[src/hw/mix_pkg.sv]
`default_nettype none

package mix_pkg;

    // ----------------------------------------
    // sizes
    // ----------------------------------------
    // channel count, the sum tree is built around five
    localparam int NCH = 5;

    // raw adc word, offset binary
    typedef logic        [11:0] adc_word_t;
    // two's complement input sample
    typedef logic signed [11:0] in_sample_t;
    // one channel sample
    typedef logic signed [15:0] sample_t;
    // unsigned gain, 30 fractional bits by default
    typedef logic        [31:0] gain_t;
    // adder tree result, 16 bits plus three growth bits
    typedef logic signed [18:0] sum_t;
    // dac value, signed before formatting, offset binary after
    typedef logic        [13:0] dac_word_t;
    // final right shift amount
    typedef logic        [2:0]  shift_t;

    // ----------------------------------------
    // select codes
    // ----------------------------------------
    // captured input source, code 1 was the nco
    typedef enum logic [1:0] {
        IN_ADC      = 2'd0,
        IN_NONE     = 2'd1,
        IN_FEEDBACK = 2'd2,
        IN_RAMP     = 2'd3
    } input_sel_t;

    // channel source, codes 2 and 3 give zero
    typedef enum logic [1:0] {
        SRC_GAIN = 2'd0,
        SRC_CPU  = 2'd1,
        SRC_NONE = 2'd2
    } src_sel_t;

    // dac1 source
    typedef enum logic [1:0] {
        D1_CH0    = 2'd0,
        D1_CH4    = 2'd1,
        D1_NONE   = 2'd2,
        D1_SYSTEM = 2'd3
    } dac1_sel_t;

    // dac2 source
    typedef enum logic [1:0] {
        D2_CH1  = 2'd0,
        D2_CH2  = 2'd1,
        D2_CH3  = 2'd2,
        D2_SRC0 = 2'd3
    } dac2_sel_t;

    // ----------------------------------------
    // buses
    // ----------------------------------------
    // static configuration, 11 bits
    typedef struct packed {
        input_sel_t input_sel;
        src_sel_t   src_sel;
        dac1_sel_t  dac1_sel;
        dac2_sel_t  dac2_sel;
        shift_t     final_shift;
    } mix_cfg_t;

    typedef sample_t [NCH-1:0] ch_samples_t;
    typedef gain_t   [NCH-1:0] ch_gains_t;

endpackage

`default_nettype wire

[src/hw/adc_input_select.sv]
`default_nettype none

module adc_input_select
    import mix_pkg::*;
(
    input  wire        sys_clk,
    input  wire        rst,
    input  adc_word_t  i_adc_data,
    input  wire [11:0] i_ramp_step,
    input  dac_word_t  i_feedback,
    input  input_sel_t i_input_sel,
    output in_sample_t o_cap_selected
);

    // ----------------------------------------
    // adc conversion
    // ----------------------------------------
    // offset binary to two's complement, flip the msb
    in_sample_t adc_q;

    always_ff @(posedge sys_clk or posedge rst) begin
        if (rst) begin
            adc_q <= '0;
        end else begin
            adc_q <= {~i_adc_data[11], i_adc_data[10:0]};
        end
    end

    // ----------------------------------------
    // test ramp
    // ----------------------------------------
    // 16-bit accumulator, top 12 bits form the saw
    logic [15:0] ramp_q;
    in_sample_t  ramp_saw;

    always_ff @(posedge sys_clk or posedge rst) begin
        if (rst) begin
            ramp_q <= '0;
        end else begin
            ramp_q <= ramp_q + {4'd0, i_ramp_step};
        end
    end

    // center around zero, -2048 .. +2047
    assign ramp_saw = in_sample_t'(ramp_q[15:4] - 12'd2048);

    // ----------------------------------------
    // capture select
    // ----------------------------------------
    in_sample_t cap_next;

    always_comb begin
        case (i_input_sel)
            IN_ADC:      cap_next = adc_q;
            IN_FEEDBACK: cap_next = in_sample_t'(i_feedback[13:2]);
            IN_RAMP:     cap_next = ramp_saw;
            // nco input is gone
            default:     cap_next = '0;
        endcase
    end

    always_ff @(posedge sys_clk or posedge rst) begin
        if (rst) begin
            o_cap_selected <= '0;
        end else begin
            o_cap_selected <= cap_next;
        end
    end

endmodule

`default_nettype wire

[config.mk]
export PLATFORM = sky130hd
export DESIGN_NAME = adc_input_select
export DESIGN_NICKNAME = d
export VERILOG_FILES = /design/src/hw/mix_pkg.sv /design/src/hw/adc_input_select.sv
export SDC_FILE = /design/constraint.sdc
export NUM_CORES = 1
export LEC_CHECK = 0
export BUFFER_PORTS_ARGS = -buffer_cell sky130_fd_sc_hd__buf_2
export CORE_ASPECT_RATIO = 1.25
export CORE_MARGIN = 4
export CORE_UTILIZATION = 45
export CTS_BUF_LIST = sky130_fd_sc_hd__clkbuf_16
export DETAILED_ROUTE_END_ITERATION = 12
export MAX_ROUTING_LAYER = met4
export PLACE_DENSITY = 0.73
export SLEW_MARGIN = 10
export SYNTH_ARGS = -nofsm -noshare
export SYNTH_HDL_FRONTEND = slang
export SYNTH_SLANG_ARGS = --single-unit
[constraint.sdc]
create_clock -name sys_clk -period 2.04 [get_ports sys_clk]
set_clock_uncertainty 0.15 [all_clocks]
set_input_delay 0.102 -clock sys_clk [delete_from_list [all_inputs] [get_ports sys_clk]]
set_output_delay 0.102 -clock sys_clk [all_outputs]
set_load 0.01 [all_outputs]
======== Yosys cells after proc, flatten, opt, wreduce, memory -nomap -nowiden ========
Cells that the tools add are included.
cells by class
  divide/modulo/power cells ............... 0
  muxes and demuxes ....................... 1
  bitwise gates (word level) .............. 1
  magnitude comparators ................... 0
  shift-type cells ........................ 0
  reductions and logical operators ........ 1
  add/subtract/negate cells ............... 2
  equal/unequal tests ..................... 2
  multipliers ............................. 0
operators with widths
  cell                                       count
  case mux 12 bit (3 select lines)           1
  adder 16 x 12 -> 16 bit                    1
  subtractor 12 bit (second input constant)  1
  == test 2 bit (second input constant)      2
  zero test 2 bit                            1
  inverter 1 bit                             1
word-level totals
  latch bits .............................. 0
  output and inout bits ................... 12
  memories kept ........................... 0
  memory bits (writable) .................. 0
  ROM bits ................................ 0
  flip-flop bits (word level) ............. 40

======== Depth between registers and ports, before layout ========
Gate-level depths: netlist of run 1.
  word-level depth ........................ 2
  gate-level depth with buffers ........... 7

======== Worst setup path before layout of run 1 ========
Ideal clock, no wire load.
  path type ............................... register -> register
  from .................................... reg ramp_q[4]
  to ...................................... reg ramp_q[15]
  stages on the path, launching flop included .. 7
  data required time ...................... 1.810 ns
  period minus slack after synthesis ...... 1.964 ns
  path slack .............................. 0.076 ns
  data arrival time ....................... 1.733 ns
  buffers on the path ..................... 0
  setup time .............................. 0.080 ns
  path through ............................ dfrtp_1 > ha_1 > a21oi_2 > nand2_1 > o21a_1 > or4b_4 > o211ai_2
between the ends
  longest elaborated chain between the ends .. 1
ends and longest elaborated chain
  what                     line                    text
  start, declared          adc_input_select.sv:33  logic [15:0] ramp_q;
  start signal, assigned   adc_input_select.sv:40  ramp_q <= ramp_q + {4'd0, i_ramp_step};
  adder 16 x 12 -> 16 bit  adc_input_select.sv:40
Every way passes these cells.

======== Final worst setup path of run 1 ========
  from .................................... reg ramp_q[6]
  to ...................................... reg ramp_q[9]
The elaborated chain is that of the path after synthesis.

==> results.cfg, run 1 <==
[die]
die_h_um = 81.92
dieArea_um2 = 5499
coreArea_um2 = 4164
fp.dieW_um = 67.13
io_pins = 54
rows = 26
initial_core_util_pct = 47.24

[setup_path]
crit_end = ramp_q[9]
cp_top_family = simple AND/OR/NAND/NOR gates
path_class = flop to flop
r2r_end = ramp_q[9]
setup.worst_path.start = ramp_q[6]
critPathBufInv = 0
worst-path-stages = 6
cp_slowest_stage_delay_ns = 0.46
critPathLaunchType = flop
worst-path-max-fanout = 4
crit_required_ns = 2.07
r2r_start = ramp_q[6]
endpoint_kind = flop
r2r_cells = 6
worstPathCellList = ha_4 > a21oi_4 > nand2_1 > o211ai_1 > or4b_1 > o311ai_1
cp_slowest_cell = or4b_1
arrival_ns = 2.03
r2r_setup_slack_ns = 0.04

[synth]
synth_edf_count = 0
avgSynthCellArea_um2 = 11.78
ys_seq_area_share_pct = 50.89
synth_warnings = 0
syn_inst = 167
synthFlopType = dfrtp_1
synth_area_um2 = 1967
async_reset_ff_share_pct = 100.0
synth_nets = 222
synth.distinct_cells = 42
synth_seq_cells = 40

[grt]
grt_pass1_vias = 1612
grt_max_degree = 41
antenna_found_initial = 0
grt_overflow = 0
grt_pass1_wl_um = 7327
grt_util_all_layers_pct = 18.61

[sta]
setup_ws_ns = 0.03973
hold_viol = 0
grt_setup_unrepaired = true
period_needed_ns = 2.000
slew_headroom_pct = 42.91
setup_viol = 0
timing.final.crit_share_pct = 98.05
drv_slew = 0
worst_slew_pin_slew_ns = 0.8531
clock.fmax_mhz = 499.9

[detailed_routing]
vias_per_cell = 5.323
drtAntennaViolNets = 0
vias = 1597
drc = 0
drtPass1Iterations = 4
wl_per_cell_um = 15.66
drt_iter0_drc = 84
wl_um = 4699

[clock_network]
clkLatencyLatePin_ns = 0.28
clock_sinks = 40
post-cts-setup-buffers = 0
clock_path_buffers = 2
tritoncts = yes
cts-buffers-inserted = 5
clk_pin_slew_ns = 0.06
cts_max_level = 2
root_buffer = clkbuf_16

[hold_path]
hold_path_class = input port to flop

[placed_design]
place_ws_ns = -0.009543
port_buffers = 51
dpl.hpwl_um = 3140
gp_congestion = 0.8988

[run]
maxCapViolations = 0

[cells_and_area]
drive_above_1_share_pct = 40.16
final_util_pct = 66.35
ff_latch_area_um2 = 1001
area_growth_pct = 40.46
fillCellCount = 325
multi_input_area_um2 = 1064
antennaDiodeCount = 0
nets = 298

[power_and_ir_drop]
leakage_nw = 1.271
p_per_area_nw_per_um2 = 1373
max-vdd-ir-drop_mv = 0.6841

[outcome]
status = complete, no violations
[area by class of cell]
type,instances,share of cell area [%]
repair buffers,73,16.58
multi-input cells,116,38.50
clock inverters,3,0.6793
clock buffers,5,4.529
inverters,7,0.9511
flip-flops and latches,40,36.23
well taps,56,2.536
[timing repair]
| item | in CTS | in global routing |
|---|---|---|
| pin swaps | 3 | 2 |
| hold buffers | 15 | 0 |
| endpoints found under the setup margin | 5 | 9 |
| resized for setup | 3 | 19 |
| hold endpoints to repair | 54 | 0 |
[Yosys cell counts (2+ instances only)]
cell      instances  area [um^2]
o21bai_1          2        15.01
inv_1             6        22.52
xor2_1            5        43.79
dfrtp_1          40         1001
o21ai_0           4        20.02
mux2_2           11        123.9
nand2_1          10        37.54
nor2_1            7        26.28
xnor2_1           6        52.55
nor3_1            4        20.02
nand3_1           6        30.03
mux2i_1           2        20.02
a21oi_1          11        55.05
ha_1             12        150.1
a22o_1           12        105.1
nor2b_1           2        12.51
clkbuf_1          2        7.510
[through the flow]
step	area (um^2)	power, W	TNS (ns)	hold WS [ns]	cells
floorplan	1967	0.002277	0	-0.01657	167
global placement	2328	0.002658	0	0.06015	277
detailed placement	2328	0.002694	-0.01601	0.06178	277
CTS	2641	0.003551	-0.05067	0.01710	300
global route	2763	0.004083	-0.09091	0.02826	300
finish	2763	0.003792	0	0.01968	300
[cells by family (layout without fill, tap and decap cells)]
kind of cell / count (synthesis) / in the layout / share of synthesized area [%]
xor+xnor: 11 / 11 / 4.898
fa+ha+maj: 13 / 13 / 8.651
flops: 40 / 40 / 50.89
buf+inv: 11 / 88 / 2.162
simple gates: 33 / 33 / 8.270
compound gates: 46 / 46 / 17.81
mux: 13 / 13 / 7.316
[placed cells by master (no fill, tap or decap), drive strengths merged, types with 2 or more instances in the layout]
| master | instances |
|---|---|
| buf | 58 |
| o21ai | 5 |
| xor2 | 5 |
| nor2b | 2 |
| inv | 7 |
| nor2 | 7 |
| mux2 | 11 |
| xnor2 | 6 |
| clkbuf | 5 |
| ha | 12 |
| a211oi | 2 |
| a21oi | 13 |
| nor3 | 4 |
| mux2i | 2 |
| o311ai | 2 |
| dlygate4sd3 | 15 |
| nand2 | 10 |
| o21bai | 2 |
| or4b | 2 |
| o211ai | 2 |
| clkinvlp | 2 |
| a22o | 12 |
| nand3 | 6 |
| dfrtp | 40 |
[sequential cells by signal (all words and copies together), names as in the netlist]
register	count
adc_q	12
ramp_q	16
o_cap_selected	12
[routing by layer]
metal | share of wire (%) | routed length [um] | global-route usage (%)
met1 | 39 | 1840 | 21.36
met2 | 53 | 2511 | 32.15
met3 | 4.9 | 232 | 4.241
met4 | 2.4 | 114 | 5.680
met5 | 0 | 0 | -
[worst min path at each step]
| stage | startpoint | end | slack [ns] | depth (start not counted) |
|---|---|---|---|---|
| 4_1_cts | i_feedback[5] | o_cap_selected[3] | 0.02 | 3 |
| 6_report | i_feedback[11] | o_cap_selected[9] | 0.02 | 3 |
| 3_5_place_dp | i_adc_data[0] | adc_q[0] | 0.06 | 1 |
| 3_3_place_gp | i_adc_data[10] | adc_q[10] | 0.06 | 1 |
| 5_1_grt | i_feedback[5] | o_cap_selected[3] | 0.03 | 3 |
| 2_1_floorplan | i_adc_data[0] | adc_q[0] | -0.02 | 0 |
[worst min-delay path: cells and delay by family]
family / cells / cell delay [ns]
multiplexers: 1 / 0.13
AO/OA/AOI/OAI: 1 / 0.11
buffers and inverters: 1 / 0.07
[power breakdown]
group	internal [W]	switching [W]	total (W)
clock	0.000448	0.000307	0.000755
sequential	0.00102	0.000169	0.00119
combinational	0.000955	0.000889	0.00184
total	0.00243	0.00136	0.00379
(Power assumes the default switching activity.)
==> inputs of run 2 (changes only) <==
Settings changed: PLACE_DENSITY 0.73 to 0.78.
==> results.cfg, run 2 (synthesis results as in run 1) <==
[cells_and_area]
drive_above_1_share_pct = 39.59
largest_reg_flops = 16
reg_top3 = ramp_q: 16 flops, adc_q: 12 flops, o_cap_selected: 12 flops
final_cell_mix = 51 x buf_2, 40 x dfrtp_1, 15 x dlygate4sd3_1, 12 x a22o_1, 11 x mux2_2
final_common_cell = buf_2
nets = 299
antennaDiodeCount = 0
fillCellCount = 320
area_growth_pct = 39.50
regMostFlops = ramp_q

[run]
maxCapViolations = 0

[clock_network]
tritoncts = yes
clk_pin_slew_ns = 0.06
clock_path_buffers = 2
root_buffer = clkbuf_16
clock_sinks = 40
cts_max_level = 2
cts-buffers-inserted = 5
clkLatencyLatePin_ns = 0.29
post-cts-setup-buffers = 0

[setup_path]
path_class = flop to flop
critPathLaunchType = flop
setup.worst_path.start = ramp_q[8]
r2r_start = ramp_q[8]
cp_top_family = compound AO/OA/AOI/OAI gates
cp_slowest_cell = dfrtp_1
r2r_cells = 7
r2r_setup_slack_ns = 0.07
r2r_end = ramp_q[13]
crit_required_ns = 2.04
endpoint_kind = flop
arrival_ns = 1.97
worstPathCellList = ha_4 > nand4_1 > a21oi_1 > o21a_1 > buf_4 > mux2i_1 > o2111ai_1
critPathBufInv = 1
cp_slowest_stage_delay_ns = 0.43
worst-path-max-fanout = 6
worst-path-stages = 7
crit_end = ramp_q[13]

[die]
dieArea_um2 = 5499
coreArea_um2 = 4164
io_pins = 54
rows = 26
die_h_um = 81.92
initial_core_util_pct = 47.24
fp.dieW_um = 67.13

[sta]
timing.final.crit_share_pct = 96.58
grt_setup_unrepaired = false
finalHoldWorstSlack_ns = 0.01490
hold_viol = 0
drv_slew = 0
period_needed_ns = 1.970
clock.fmax_mhz = 507.5
setup_viol = 0
slew_headroom_pct = 44.14
worst_slew_pin_slew_ns = 0.8348

[grt]
grt_util_all_layers_pct = 18.20
grt_pass1_vias = 1646
grt_pass1_wl_um = 7148
antenna_found_initial = 0
grt_max_degree = 41
grt_overflow = 0

[power_and_ir_drop]
power_w = 0.003749
max-vdd-ir-drop_mv = 0.7751
p_per_area_nw_per_um2 = 1366
leakage_nw = 1.260

[detailed_routing]
wl_um = 4634
drt_iter0_drc = 120
wl_per_cell_um = 15.40
drtAntennaViolNets = 0
drc = 0
drtPass1Iterations = 4
vias_per_cell = 5.203
vias = 1566

[placed_design]
port_buffers = 51
gp_congestion = 0.8260
dpl.hpwl_um = 3166

[hold_path]
hold_path_class = input port to flop
holdPathStages = 3

[outcome]
status = complete, no violations
[run 2: area by class of cell]
| class | instances | area (um^2) | share of cell area [%] |
|---|---|---|---|
| well taps | 56 | 70.07 | 2.554 |
| repair buffers | 74 | 465.4 | 16.96 |
| flip-flops and latches | 40 | 1001 | 36.48 |
| clock inverters | 3 | 18.77 | 0.6840 |
| clock buffers | 5 | 125.1 | 4.560 |
| inverters | 7 | 26.28 | 0.9576 |
| multi-input cells | 116 | 1037 | 37.80 |
[run 2: worst min-delay path, delay by kind of cell]
| family | cells | cell delay, ns |
|---|---|---|
| buffers and inverters | 1 | 0.07 |
| AOI/OAI and AO/OA | 1 | 0.11 |
| muxes | 1 | 0.13 |
[run 2: power breakdown]
group	total, W	leakage, nW	internal, W	switching (W)
Combinational	0.00179	0.724	0.000929	0.000861
Clock	0.000764	0.0635	0.000448	0.000316
Sequential	0.00120	0.473	0.00102	0.000171
Total	0.00375	1.26	0.00240	0.00135
[run 2: how the worst min path moves through the flow]
stage	from	end	slack, ns
floorplan	i_adc_data[0]	adc_q[0]	-0.02
global placement	i_adc_data[10]	adc_q[10]	0.06
detailed placement	i_adc_data[0]	adc_q[0]	0.06
CTS	i_feedback[9]	o_cap_selected[7]	0.01
global route	i_feedback[9]	o_cap_selected[7]	0.02
finish	i_feedback[9]	o_cap_selected[7]	0.01
[run 2: metrics by stage]
stage               setup WS, ns  util [%]  setup TNS, ns  area [um^2]  cells
finish                   0.06970     65.90              0         2744    301
global route            0.003759     65.90              0         2744    301
CTS                    -0.004190     63.16      -0.004190         2630    301
detailed placement      0.003468     56.10              0         2336    278
global placement         0.03025     56.10              0         2336    278
floorplan                0.07644         -              0         1967    167
[run 2: timing repair]
item / CTS / global route
resized for setup: 0 / 18
setup endpoints to repair: 2 / 8
hold buffers: 15 / 0
endpoints found under the hold margin: 54 / 0
pin swaps: 1 / 3
[run 2: metal layers]
| layer | global-route usage (%) | vias up | routed length (um) |
|---|---|---|---|
| met5 | - | - | 0 |
| met2 | 31.66 | 43 | 2524 |
| li1 | - | 762 | - |
| met3 | 5.198 | 14 | 238 |
| met4 | 6.694 | 0 | 115 |
| met1 | 19.49 | 747 | 1755 |
